File: config.mk
export PLATFORM = sky130hd
export DESIGN_NAME = jtag_monitor
export DESIGN_NICKNAME = d
export VERILOG_FILES = /design/src/hdl/jtag_monitor_pkg.sv /design/src/hdl/jtag_pin_sampler.sv /design/src/hdl/tap_state_decoder.sv /design/src/hdl/scan_capture.sv /design/src/hdl/scan_report.sv /design/src/hdl/jtag_monitor.sv
export VERILOG_INCLUDE_DIRS = /design/src /design/src/hdl
export SDC_FILE = /design/constraint.sdc
export NUM_CORES = 1
export LEC_CHECK = 0
export ABC_AREA = 1
export BUFFER_PORTS_ARGS = -buffer_cell sky130_fd_sc_hd__buf_2
export CORE_ASPECT_RATIO = 0.7
export CORE_MARGIN = 5
export CORE_UTILIZATION = 50
export CTS_CLUSTER_DIAMETER = 80
export CTS_CLUSTER_SIZE = 40
export DETAILED_ROUTE_END_ITERATION = 16
export PLACE_DENSITY = 0.77
export SKIP_CTS_REPAIR_TIMING = 1
export SLEW_MARGIN = 20
export SYNTH_ARGS = -nofsm -noshare
export SYNTH_HDL_FRONTEND = slang
export SYNTH_SLANG_ARGS = --single-unit
File: constraint.sdc
create_clock -name clk -period 9.6 [get_ports clk]
set_input_delay 1.92 -clock clk [delete_from_list [all_inputs] [get_ports clk]]
set_output_delay 1.92 -clock clk [all_outputs]
set_load 0.01 [all_outputs]
File: src/hdl/jtag_monitor_consts.svh
/*
 * JTAG monitor constants: capture width, length width and the ASCII codes
 */
`ifndef JTAG_MONITOR_CONSTS_SVH
`define JTAG_MONITOR_CONSTS_SVH

// capture sizing
`define SCAN_BITS       64      // bits kept per scan
`define SCAN_LEN_BITS   7       // holds 0 to 64
`define HEX_DIGITS      16      // SCAN_BITS / 4

// kind letters, upper case for complete scans
`define CHAR_IR         8'h49   // "I"
`define CHAR_DR         8'h44   // "D"
`define CHAR_IR_TRUNC   8'h69   // "i"
`define CHAR_DR_TRUNC   8'h64   // "d"

// separators and hex digit bases
`define CHAR_SPACE      8'h20
`define CHAR_NEWLINE    8'h0A
`define CHAR_ZERO       8'h30   // "0"
`define CHAR_HEX_A      8'h41   // "A"

`endif

File: src/hdl/jtag_monitor_pkg.sv
/*
 * JTAG monitor types: TAP state encoding and the scan record widths
 */
`default_nettype none

`include "jtag_monitor_consts.svh"

package jtag_monitor_pkg;

    // IEEE 1149.1 state encoding
    typedef enum logic [3:0] {
        TAP_EXIT2_DR         = 4'h0,
        TAP_EXIT1_DR         = 4'h1,
        TAP_SHIFT_DR         = 4'h2,
        TAP_PAUSE_DR         = 4'h3,
        TAP_SELECT_IR        = 4'h4,
        TAP_UPDATE_DR        = 4'h5,
        TAP_CAPTURE_DR       = 4'h6,
        TAP_SELECT_DR        = 4'h7,
        TAP_EXIT2_IR         = 4'h8,
        TAP_EXIT1_IR         = 4'h9,
        TAP_SHIFT_IR         = 4'hA,
        TAP_PAUSE_IR         = 4'hB,
        TAP_RUN_TEST_IDLE    = 4'hC,
        TAP_UPDATE_IR        = 4'hD,
        TAP_CAPTURE_IR       = 4'hE,
        TAP_TEST_LOGIC_RESET = 4'hF
    } tap_state_t;

    typedef logic [`SCAN_BITS-1:0]     scan_data_t;  // bit i = i-th bit shifted
    typedef logic [`SCAN_LEN_BITS-1:0] scan_len_t;
    typedef logic [7:0]                ascii_t;
    typedef logic [7:0]                drop_count_t; // saturates at 255

endpackage

`default_nettype wire

File: src/hdl/jtag_pin_sampler.sv
/*
 * JTAG pin sampler: two-flop synchronizers on TCK, TMS, TDI and TDO,
 * one strobe per TCK rising edge with the data pins sampled alongside
 */
`timescale 1ns/100ps
`default_nettype none

module jtag_pin_sampler (
    input  logic clk,
    input  logic reset,
    input  logic tck,
    input  logic tms,
    input  logic tdi,
    input  logic tdo,
    output logic tck_rise,
    output logic tms_s,
    output logic tdi_s,
    output logic tdo_s
);

    // pin order in the sync vectors: {tck, tms, tdi, tdo}
    logic [3:0] pins_meta;
    logic [3:0] pins_sync;
    logic       tck_prev;

    always_ff @(posedge clk) begin
        if (reset) begin
            pins_meta <= '0;
            pins_sync <= '0;
        end else begin
            pins_meta <= {tck, tms, tdi, tdo};
            pins_sync <= pins_meta;
        end
    end

    // edge detect on synchronized TCK
    always_ff @(posedge clk) begin
        if (reset) begin
            tck_prev <= 1'b0;
            tck_rise <= 1'b0;
        end else begin
            tck_prev <= pins_sync[3];
            tck_rise <= pins_sync[3] & ~tck_prev;  // 3 clk after the pin edge
        end
    end

    // data pins taken in the same cycle as the edge
    always_ff @(posedge clk) begin
        if (reset) begin
            tms_s <= 1'b1;  // idle TMS level
            tdi_s <= 1'b0;
            tdo_s <= 1'b0;
        end else begin
            tms_s <= pins_sync[2];
            tdi_s <= pins_sync[1];
            tdo_s <= pins_sync[0];
        end
    end

endmodule

`default_nettype wire

File: src/hdl/tap_state_decoder.sv
/*
 * TAP state decoder: follows the 16-state TAP controller from TMS and
 * flags the bit pairs shifted in Shift-IR or Shift-DR
 */
`timescale 1ns/100ps
`default_nettype none

module tap_state_decoder import jtag_monitor_pkg::*; (
    input  logic       clk,
    input  logic       reset,
    input  logic       tck_rise,
    input  logic       tms_s,
    input  logic       tdi_s,
    input  logic       tdo_s,
    output tap_state_t tap_state,
    output logic       shift_bit,
    output logic       shift_ir,
    output logic       shift_last,
    output logic       tdi_bit,
    output logic       tdo_bit
);

    tap_state_t next_state;
    logic       in_shift;

    assign in_shift = (tap_state == TAP_SHIFT_IR) || (tap_state == TAP_SHIFT_DR);

    // standard transition table
    always_comb begin
        case (tap_state)
            TAP_TEST_LOGIC_RESET: next_state = tms_s ? TAP_TEST_LOGIC_RESET : TAP_RUN_TEST_IDLE;
            TAP_RUN_TEST_IDLE:    next_state = tms_s ? TAP_SELECT_DR : TAP_RUN_TEST_IDLE;
            TAP_SELECT_DR:        next_state = tms_s ? TAP_SELECT_IR : TAP_CAPTURE_DR;
            TAP_CAPTURE_DR:       next_state = tms_s ? TAP_EXIT1_DR : TAP_SHIFT_DR;
            TAP_SHIFT_DR:         next_state = tms_s ? TAP_EXIT1_DR : TAP_SHIFT_DR;
            TAP_EXIT1_DR:         next_state = tms_s ? TAP_UPDATE_DR : TAP_PAUSE_DR;
            TAP_PAUSE_DR:         next_state = tms_s ? TAP_EXIT2_DR : TAP_PAUSE_DR;
            TAP_EXIT2_DR:         next_state = tms_s ? TAP_UPDATE_DR : TAP_SHIFT_DR;
            TAP_UPDATE_DR:        next_state = tms_s ? TAP_SELECT_DR : TAP_RUN_TEST_IDLE;
            TAP_SELECT_IR:        next_state = tms_s ? TAP_TEST_LOGIC_RESET : TAP_CAPTURE_IR;
            TAP_CAPTURE_IR:       next_state = tms_s ? TAP_EXIT1_IR : TAP_SHIFT_IR;
            TAP_SHIFT_IR:         next_state = tms_s ? TAP_EXIT1_IR : TAP_SHIFT_IR;
            TAP_EXIT1_IR:         next_state = tms_s ? TAP_UPDATE_IR : TAP_PAUSE_IR;
            TAP_PAUSE_IR:         next_state = tms_s ? TAP_EXIT2_IR : TAP_PAUSE_IR;
            TAP_EXIT2_IR:         next_state = tms_s ? TAP_UPDATE_IR : TAP_SHIFT_IR;
            TAP_UPDATE_IR:        next_state = tms_s ? TAP_SELECT_DR : TAP_RUN_TEST_IDLE;
            default:              next_state = TAP_TEST_LOGIC_RESET;
        endcase
    end

    always_ff @(posedge clk) begin
        if (reset) begin
            tap_state  <= TAP_TEST_LOGIC_RESET;
            shift_bit  <= 1'b0;
            shift_ir   <= 1'b0;
            shift_last <= 1'b0;
        end else if (tck_rise) begin
            tap_state  <= next_state;
            shift_bit  <= in_shift;             // state before the update
            shift_ir   <= (tap_state == TAP_SHIFT_IR);
            shift_last <= in_shift & tms_s;     // leaving shift on this edge
        end else begin
            shift_bit  <= 1'b0;
            shift_last <= 1'b0;
        end
    end

    // bit pair rides along with shift_bit
    always_ff @(posedge clk) begin
        if (tck_rise) begin
            tdi_bit <= tdi_s;
            tdo_bit <= tdo_s;
        end
    end

endmodule

`default_nettype wire

File: src/hdl/scan_capture.sv
/*
 * Scan capture: collects shifted bit pairs into working registers and
 * moves each finished scan into a single holding record for the report
 */
`timescale 1ns/100ps
`default_nettype none

`include "jtag_monitor_consts.svh"

module scan_capture import jtag_monitor_pkg::*; (
    input  logic        clk,
    input  logic        reset,
    input  logic        shift_bit,
    input  logic        shift_ir,
    input  logic        shift_last,
    input  logic        tdi_bit,
    input  logic        tdo_bit,
    input  logic        rec_taken,
    output logic        rec_valid,
    output logic        rec_ir,
    output logic        rec_trunc,
    output scan_len_t   rec_len,
    output scan_data_t  rec_tdi,
    output scan_data_t  rec_tdo,
    output drop_count_t dropped_scans
);

    localparam int IDX_BITS = $clog2(`SCAN_BITS);

    scan_data_t work_tdi, work_tdo;
    scan_len_t  work_len;
    logic       work_trunc;

    scan_data_t nxt_tdi, nxt_tdo;
    scan_len_t  nxt_len;
    logic       nxt_trunc;
    logic       hold_free;

    assign hold_free = !rec_valid || rec_taken;  // slot empties this cycle

    // working set including the bit arriving now
    always_comb begin
        nxt_tdi   = work_tdi;
        nxt_tdo   = work_tdo;
        nxt_len   = work_len;
        nxt_trunc = work_trunc;
        if (shift_bit) begin
            if (work_len < `SCAN_BITS) begin
                nxt_tdi[work_len[IDX_BITS-1:0]] = tdi_bit;
                nxt_tdo[work_len[IDX_BITS-1:0]] = tdo_bit;
                nxt_len = work_len + 1'b1;
            end else begin
                nxt_trunc = 1'b1;   // past 64 bits
            end
        end
    end

    always_ff @(posedge clk) begin
        if (reset) begin
            work_tdi      <= '0;
            work_tdo      <= '0;
            work_len      <= '0;
            work_trunc    <= 1'b0;
            rec_valid     <= 1'b0;
            dropped_scans <= '0;
        end else if (shift_last) begin
            work_tdi   <= '0;       // stale bits would leak into the top digit
            work_tdo   <= '0;
            work_len   <= '0;
            work_trunc <= 1'b0;
            if (hold_free) begin
                rec_valid <= 1'b1;
            end else if (dropped_scans != '1) begin
                dropped_scans <= dropped_scans + 1'b1;
            end
        end else begin
            work_tdi   <= nxt_tdi;
            work_tdo   <= nxt_tdo;
            work_len   <= nxt_len;
            work_trunc <= nxt_trunc;
            if (rec_taken) rec_valid <= 1'b0;
        end
    end

    // holding record
    always_ff @(posedge clk) begin
        if (shift_last && hold_free) begin
            rec_ir    <= shift_ir;
            rec_trunc <= nxt_trunc;
            rec_len   <= nxt_len;
            rec_tdi   <= nxt_tdi;
            rec_tdo   <= nxt_tdo;
        end
    end

endmodule

`default_nettype wire

File: src/hdl/scan_report.sv
/*
 * Scan report: prints a scan record as one hex text line and sends it
 * one character at a time over the four-phase req/ack port
 */
`timescale 1ns/100ps
`default_nettype none

`include "jtag_monitor_consts.svh"

module scan_report import jtag_monitor_pkg::*; (
    input  logic       clk,
    input  logic       reset,
    input  logic       rec_valid,
    input  logic       rec_ir,
    input  logic       rec_trunc,
    input  scan_len_t  rec_len,
    input  scan_data_t rec_tdi,
    input  scan_data_t rec_tdo,
    input  logic       char_ack,
    output logic       rec_taken,
    output ascii_t     char_data,
    output logic       char_req
);

    localparam int DIG_BITS = $clog2(`HEX_DIGITS);

    typedef enum logic [3:0] {
        RPT_IDLE, RPT_KIND, RPT_LEN_HI, RPT_LEN_LO, RPT_SP1,
        RPT_TDI, RPT_SP2, RPT_TDO, RPT_NL
    } rpt_state_t;

    typedef enum logic [1:0] {
        HS_LOAD, HS_RAISE, HS_WAIT_ACK, HS_WAIT_REL
    } hs_phase_t;

    rpt_state_t          text_state;
    hs_phase_t           hs_phase;
    logic [DIG_BITS-1:0] digit;
    logic [DIG_BITS-1:0] digit_top;
    scan_len_t           ndig;
    ascii_t              cur_char;

    // local copy of the record
    logic       ir_r, trunc_r;
    scan_len_t  len_r;
    scan_data_t tdi_r, tdo_r;

    function automatic ascii_t hex_char(input logic [3:0] nib);
        if (nib < 4'd10) return `CHAR_ZERO + ascii_t'(nib);
        return `CHAR_HEX_A + ascii_t'(nib - 4'd10);
    endfunction

    assign ndig      = (len_r + 2'd3) >> 2;           // ceil(len / 4)
    assign digit_top = DIG_BITS'(ndig - 1'b1);

    always_comb begin
        case (text_state)
            RPT_KIND:   cur_char = ir_r ? (trunc_r ? `CHAR_IR_TRUNC : `CHAR_IR)
                                        : (trunc_r ? `CHAR_DR_TRUNC : `CHAR_DR);
            RPT_LEN_HI: cur_char = hex_char(4'(len_r >> 4));
            RPT_LEN_LO: cur_char = hex_char(len_r[3:0]);
            RPT_TDI:    cur_char = hex_char(tdi_r[{digit, 2'b00} +: 4]);
            RPT_TDO:    cur_char = hex_char(tdo_r[{digit, 2'b00} +: 4]);
            RPT_NL:     cur_char = `CHAR_NEWLINE;
            default:    cur_char = `CHAR_SPACE;   // both separators
        endcase
    end

    always_ff @(posedge clk) begin
        if (reset) begin
            text_state <= RPT_IDLE;
            hs_phase   <= HS_LOAD;
            digit      <= '0;
            char_req   <= 1'b0;
            rec_taken  <= 1'b0;
        end else begin
            rec_taken <= 1'b0;
            if (text_state == RPT_IDLE) begin
                if (rec_valid) begin
                    rec_taken  <= 1'b1;
                    text_state <= RPT_KIND;
                    hs_phase   <= HS_LOAD;
                end
            end else begin
                case (hs_phase)
                    HS_LOAD: hs_phase <= HS_RAISE;     // data settles first
                    HS_RAISE: begin
                        if (!char_ack) begin
                            char_req <= 1'b1;
                            hs_phase <= HS_WAIT_ACK;
                        end
                    end
                    HS_WAIT_ACK: begin
                        if (char_ack) begin
                            char_req <= 1'b0;
                            hs_phase <= HS_WAIT_REL;
                        end
                    end
                    default: begin
                        if (!char_ack) begin
                            hs_phase <= HS_LOAD;
                            case (text_state)
                                RPT_KIND:   text_state <= RPT_LEN_HI;
                                RPT_LEN_HI: text_state <= RPT_LEN_LO;
                                RPT_LEN_LO: text_state <= RPT_SP1;
                                RPT_SP1: begin
                                    text_state <= RPT_TDI;
                                    digit      <= digit_top;
                                end
                                RPT_TDI: begin
                                    if (digit == '0) text_state <= RPT_SP2;
                                    else digit <= digit - 1'b1;
                                end
                                RPT_SP2: begin
                                    text_state <= RPT_TDO;
                                    digit      <= digit_top;
                                end
                                RPT_TDO: begin
                                    if (digit == '0) text_state <= RPT_NL;
                                    else digit <= digit - 1'b1;
                                end
                                default: text_state <= RPT_IDLE;  // line done
                            endcase
                        end
                    end
                endcase
            end
        end
    end

    // payload registers
    always_ff @(posedge clk) begin
        if (text_state == RPT_IDLE && rec_valid) begin
            ir_r    <= rec_ir;
            trunc_r <= rec_trunc;
            len_r   <= rec_len;
            tdi_r   <= rec_tdi;
            tdo_r   <= rec_tdo;
        end
        if (hs_phase == HS_LOAD && text_state != RPT_IDLE) char_data <= cur_char;
    end

endmodule

`default_nettype wire

File: src/hdl/jtag_monitor.sv
/*
 * JTAG bus monitor top: pin sampler, TAP decoder, scan capture and
 * the text report on the character port
 */
`timescale 1ns/100ps
`default_nettype none

module jtag_monitor import jtag_monitor_pkg::*; (
    input  logic        clk,
    input  logic        reset,
    input  logic        tck,
    input  logic        tms,
    input  logic        tdi,
    input  logic        tdo,
    output ascii_t      char_data,
    output logic        char_req,
    input  logic        char_ack,
    output tap_state_t  tap_state,
    output drop_count_t dropped_scans
);

    logic       tck_rise, tms_s, tdi_s, tdo_s;
    logic       shift_bit, shift_ir, shift_last, tdi_bit, tdo_bit;
    logic       rec_valid, rec_ir, rec_trunc, rec_taken;
    scan_len_t  rec_len;
    scan_data_t rec_tdi, rec_tdo;

    jtag_pin_sampler sampler_inst (
        .clk(clk), .reset(reset),
        .tck(tck), .tms(tms), .tdi(tdi), .tdo(tdo),
        .tck_rise(tck_rise), .tms_s(tms_s), .tdi_s(tdi_s), .tdo_s(tdo_s)
    );

    tap_state_decoder decode (
        .clk(clk), .reset(reset),
        .tck_rise(tck_rise), .tms_s(tms_s), .tdi_s(tdi_s), .tdo_s(tdo_s),
        .tap_state(tap_state),
        .shift_bit(shift_bit), .shift_ir(shift_ir), .shift_last(shift_last),
        .tdi_bit(tdi_bit), .tdo_bit(tdo_bit)
    );

    scan_capture execute (
        .clk(clk), .reset(reset),
        .shift_bit(shift_bit), .shift_ir(shift_ir), .shift_last(shift_last),
        .tdi_bit(tdi_bit), .tdo_bit(tdo_bit), .rec_taken(rec_taken),
        .rec_valid(rec_valid), .rec_ir(rec_ir), .rec_trunc(rec_trunc),
        .rec_len(rec_len), .rec_tdi(rec_tdi), .rec_tdo(rec_tdo),
        .dropped_scans(dropped_scans)
    );

    // display side stands in as the char port
    scan_report result (
        .clk(clk), .reset(reset),
        .rec_valid(rec_valid), .rec_ir(rec_ir), .rec_trunc(rec_trunc),
        .rec_len(rec_len), .rec_tdi(rec_tdi), .rec_tdo(rec_tdo),
        .char_ack(char_ack), .rec_taken(rec_taken),
        .char_data(char_data), .char_req(char_req)
    );

endmodule

`default_nettype wire

After elaboration in Yosys (flattened, before gate mapping)
Index checks and enable logic that the tools add are counted.
Widths: inputs -> output; s select.
- register bits: 461
- input port bits: 7
- output and inout bits: 21
- word-level logic and storage cells: 204
- add/subtract/negate cells: 17
- order comparisons: 7
- eq/ne operators: 38
- shift-type cells: 2
- multiplexer cells: 67
- bitwise logic cells: 8
- reductions and logical operators: 30
- operator list (operator ; count):
    $mux 64 ; 4
    $bwmux 64 ; 2
    $shiftx 64x7->4 ; 2
    $mux 8 ; 9
    $pmux 4 s12 ; 1
    $pmux 8 s6 ; 1
    $eq 4x4->1 const B ; 9
    $add 7x8->8 const A ; 4
    $eq 4x3->1 const B ; 8
    $mux 4 ; 8
    $pmux 4 s7 ; 1
    $mux 2 ; 11
    $add 6x4->7 const A ; 3
    $mux 1 ; 18
    $eq 4x2->1 const B ; 4
    $sub 4x4->5 const B ; 3
    $mux 7 ; 2
    $reduce_or 2->1 ; 7
    $logic_not 4->1 ; 3
    $lt 4x4->1 const B ; 3
    $mux 3 ; 4
    $mux 6 ; 2
    $reduce_and 5->1 ; 2
    $add 8x1->8 const B ; 1
    other kinds (34) ; 57

Depth between registers and ports, before layout
- word-level depth: 7
- depth in mapped cells: 20
- depth with buffers taken out: 18

Modules after synthesis
A second synthesis with hierarchy kept.
- cell total of the unflattened synthesis: 1972
- area total of the unflattened synthesis: 18779.3 µm²
- by module, submodules not included (module ; instances ; cells an instance ; area an instance (µm²) ; seq. area each (µm²)):
    scan_capture ; 1 ; 1180 ; 10699.0 ; 7016.7
    scan_report ; 1 ; 699 ; 7310.8 ; 4564.4
    tap_state_decoder ; 1 ; 54 ; 401.6 ; 200.2
    jtag_pin_sampler ; 1 ; 39 ; 367.9 ; 260.2

Worst setup path before layout
No wires, ideal clock.
- path kind: register -> register
- from: register decode.shift_last
- to: register execute.rec_ir (enable)
- library setup time: 678 ps
- arrival: 6985 ps
- data required time: 8922 ps
- slack: 1937 ps
- stages on the path, launching flop included: 3
- buffers on the path: 0
- period minus slack after synthesis: 7663 ps
- cell sequence: dfxtp_1 inv_1 a21oi_1
- longest elaborated chain between the ends: 1
- ends and longest elaborated chain (item ; RTL line ; source):
    start: declaration ; tap_state_decoder.sv:18 ; output logic shift_last,
    start signal: assignment ; tap_state_decoder.sv:61 ; shift_last <= in_shift & tms_s;
    $logic_and 1x1->1 ; scan_capture.sv:87 ; if (shift_last && hold_free) begin
    end signal: assignment ; scan_capture.sv:88 ; rec_ir <= shift_ir;
    end: declaration ; scan_capture.sv:20 ; output logic rec_ir,
No other way between the ends.
A chain may end at the register's enable or synchronous reset.

Worst setup path in the final report
- from: register result.digit[2]
- to: register result.char_data[4] (data pin)
- longest elaborated chain between the ends: 6
- elaborated cells between the ends (all ways): 19
- classes of those cells: add/sub (6); order compare (2); shift (2); mux (9)
- ends and longest elaborated chain (item ; RTL line ; source):
    start: declaration ; scan_report.sv:38 ; logic [DIG_BITS-1:0] digit;
    start signal: assignment ; scan_report.sv:108 ; digit <= digit_top;
    start signal: assignment ; scan_report.sv:112 ; else digit <= digit - 1'b1;
    start signal: assignment ; scan_report.sv:116 ; digit <= digit_top;
    branches (longest 5 deep; another with $add 7x8->8) ; n/a ;
    $pmux 8 s6 * ; scan_report.sv:57 ; case (text_state)
    end signal: assignment ; scan_report.sv:140 ; if (hs_phase == HS_LOAD && text_state != RPT_IDLE) char_data <= cur_char;
    end: declaration ; scan_report.sv:21 ; output ascii_t char_data,
Mark *: on every way between the ends. The select of a mux whose other input is x is not followed.

==> results.cfg <==
[run_status]
status = completed

[power]
leakage_nw = 8.79
switching_share_pct = 19.4
clkPwrFrac_pct = 29.1
power.internal_w = 0.00240
seqPwrFrac_pct = 69.8
switchingPower_w = 0.000577
peakVddDrop_mv = 0.109
power_frac_comb_pct = 1.0
powerDensity_nw_per_um2 = 152

[hold_path]
min_path_type = register to register

[logic_synthesis]
yosysUniqueCellTypes = 45
synth-seq-area-share_pct = 64.6
synthTopCellsByArea = edfxtp_1, dfxtp_1, nand2_1, inv_1, nor2_1
async_flop_share_pct = 0
synth_cells = 1936
syn_area_um2 = 18600
yosysWarnings = 0
synth-seq-cells = 460
netlist.area_leader.share_pct = 45.6
synth_enable_flop_cells = 283
synth_area_leader_cell = edfxtp_1
synth_fp_nets = 1965
ys.flop_type = edfxtp_1
synth.avg_cell_area_um2 = 9.63

[timing]
worst_pin_slew_ns = 1.19
fin_setup_tns_ns = 0
fin_crit_ns = 3.62
relSlewSlack_pct = 20.1
fin_crit_sh_pct = 37.8
fin_hold_ws_ns = 0.415
setup_violations = 0
rsz0062_at_grt = false
finalMaxSlewViolations = 0
hold_viol_final = 0
fin_worst_skew_ns = 0.0190
max_freq_mhz = 276

[finish]
area_delta_synth_final_pct = 5.13
layout_commonest_cell = nand2_1
layout_common_cells = nand2_1, inv_1, edfxtp_1
n_antenna_cell = 0
drive_above_1_share_pct = 5.42
layout.nets = 1958

[detailed_routing]
vias_per_cell = 5.07
post-route-drc-count = 0
drt-total-wl_mm = 37.8
wl_per_cell_um = 15.6
drt_iter0_drc = 1187
dr.pass1.iters = 7
drtAntennaViolNets = 0
dr_total_vias = 12300

[grt]
grt_remaining_overflow = 0
grt_max_degree = 85
grt_pass1_wl_mm = 60.9
grt_pass1_vias = 12000
antenna_found_initial = 0
grtUsageTotal_pct = 18.2

[worst_setup_path]
critPathKind = register to register
critPathTopFamily = simple AND/OR/NAND/NOR gates
slowest_delay_ns = 1.14
crit_path_max_fanout = 18
cp_data_required_time_ns = 9.91
crit_chain = nor2_4, nand3_1, nand2_1, nor2_1, nand2_1, nand2_1, inv_1, ha_1, inv_1, ha_1, inv_1, nor3_1, inv_1, nand2_1, nand3_1, nand2_1, nand3_1
crit_arrival_ns = 3.93
critical_path_buf_inv_count = 4
cp-start-kind = register
cp_slowest_cell = dfxtp_1
cp_common_cell = nand2_1
end_kind = register

[clocking]
clock_latency_ns = 0.54
cts-root-buf = clkbuf_16
numCtsBuffers = 15
cts.path.max_buffers = 3
htree_levels = 1
clock-sinks = 460
cts_tree = built
path_clk_slew_ns = 0.13

[placed_design]
routabilityCongestion = 0.831
place.port_buffers = 26
hpwlAfterDp_mm = 24.3

[floorplanning]
start_util_pct = 50.4
die_area_um2 = 41300
die_x_um = 241
io_pins = 28
die_h_um = 172
coreArea_um2 = 37000
rows = 59

[flow_run]
cap_violations = 0
==> sequential cells by signal, indices dropped and copies added (netlist names), 8 cells and up <==
register	count
result.tdi_r	64
execute.work_tdo	64
result.tdo_r	64
execute.work_tdi	64
execute.rec_tdi	64
execute.dropped_scans	8
execute.rec_tdo	64
==> layer usage <==
layer	up-vias	track usage [%]	wire length, um
li1	6102	-	-
met4	0	3.87	779
met1	5721	26.6	17100
met3	57	3.21	3030
met5	-	0	0
met2	413	29.2	16900
==> worst paths after layout <==
check	startpoint	to	slack [ns]	cells past startpoint
setup / recovery	result.digit[2]	result.char_data[4]	5.98	17
hold / removal	sampler_inst.pins_meta[3]	sampler_inst.pins_sync[3]	0.42	2
setup reg to reg	result.digit[2]	result.char_data[4]	5.98	17
hold reg to reg	sampler_inst.pins_meta[3]	sampler_inst.pins_sync[3]	0.42	2
==> cells by family after synthesis <==
| logic type | synth area share (%) |
|---|---|
| AND/OR/NAND/NOR | 16.8 |
| flip-flops | 64.6 |
| buffers and inverters | 9.19 |
| AO/OA/AOI/OAI | 7.41 |
| adder cells (fa/ha/maj) | 1.48 |
| XOR/XNOR | 0.517 |
| other | 0.0201 |
==> area by class of cell <==
class,instances,area [um^2]
clock buffer,22,423
clock inverter,2,17.5
fill,3166,17400
inverter,372,1410
multi-input combinational,1045,4900
sequential,460,12000
tap,488,611
timing repair buffer,35,198
==> through the flow <==
step / instances / utilization [%] / total power, W / worst slack (ns) / instance area [um^2]
floorplan: 1936 / - / 0.00214 / 1.94 / 18600
detailed placement: 2400 / 51.8 / 0.00215 / 5.42 / 19200
global placement: 2400 / 51.8 / 0.00215 / 5.53 / 19200
CTS: 2424 / 53.0 / 0.00299 / 6.00 / 19600
finish: 2424 / 53.0 / 0.00297 / 5.98 / 19600
global route: 2424 / 53.0 / 0.00306 / 5.74 / 19600
==> power groups by stage <==
stage / combinational (W) / sequential, W / clock, W
2_1_floorplan: 0.0000199 / 0.00212 / 0
3_3_place_gp: 0.0000291 / 0.00212 / 0
3_5_place_dp: 0.0000301 / 0.00212 / 0
4_1_cts: 0.0000302 / 0.00208 / 0.000887
5_1_grt: 0.0000335 / 0.00208 / 0.000953
6_report: 0.0000303 / 0.00208 / 0.000867
==> tightest hold or removal path, cell delays in order (launching register included) <==
cell	delay, ns
dfxtp_1	0.32
inv_1	0.04
nor2_1	0.03
==> cells in the mapped netlist (all sizes together) (15+ instances only) <==
cell type and count:
nand2 399, nand3 63, or2 17, buf 27, inv 372, ha 22
a211oi 16, nor3 15, nor2 250, clkbuf 32, a21oi 49, edfxtp 283
o21ai 171, dfxtp 177
No activity file was read; power rests on OpenSTA's default activity.
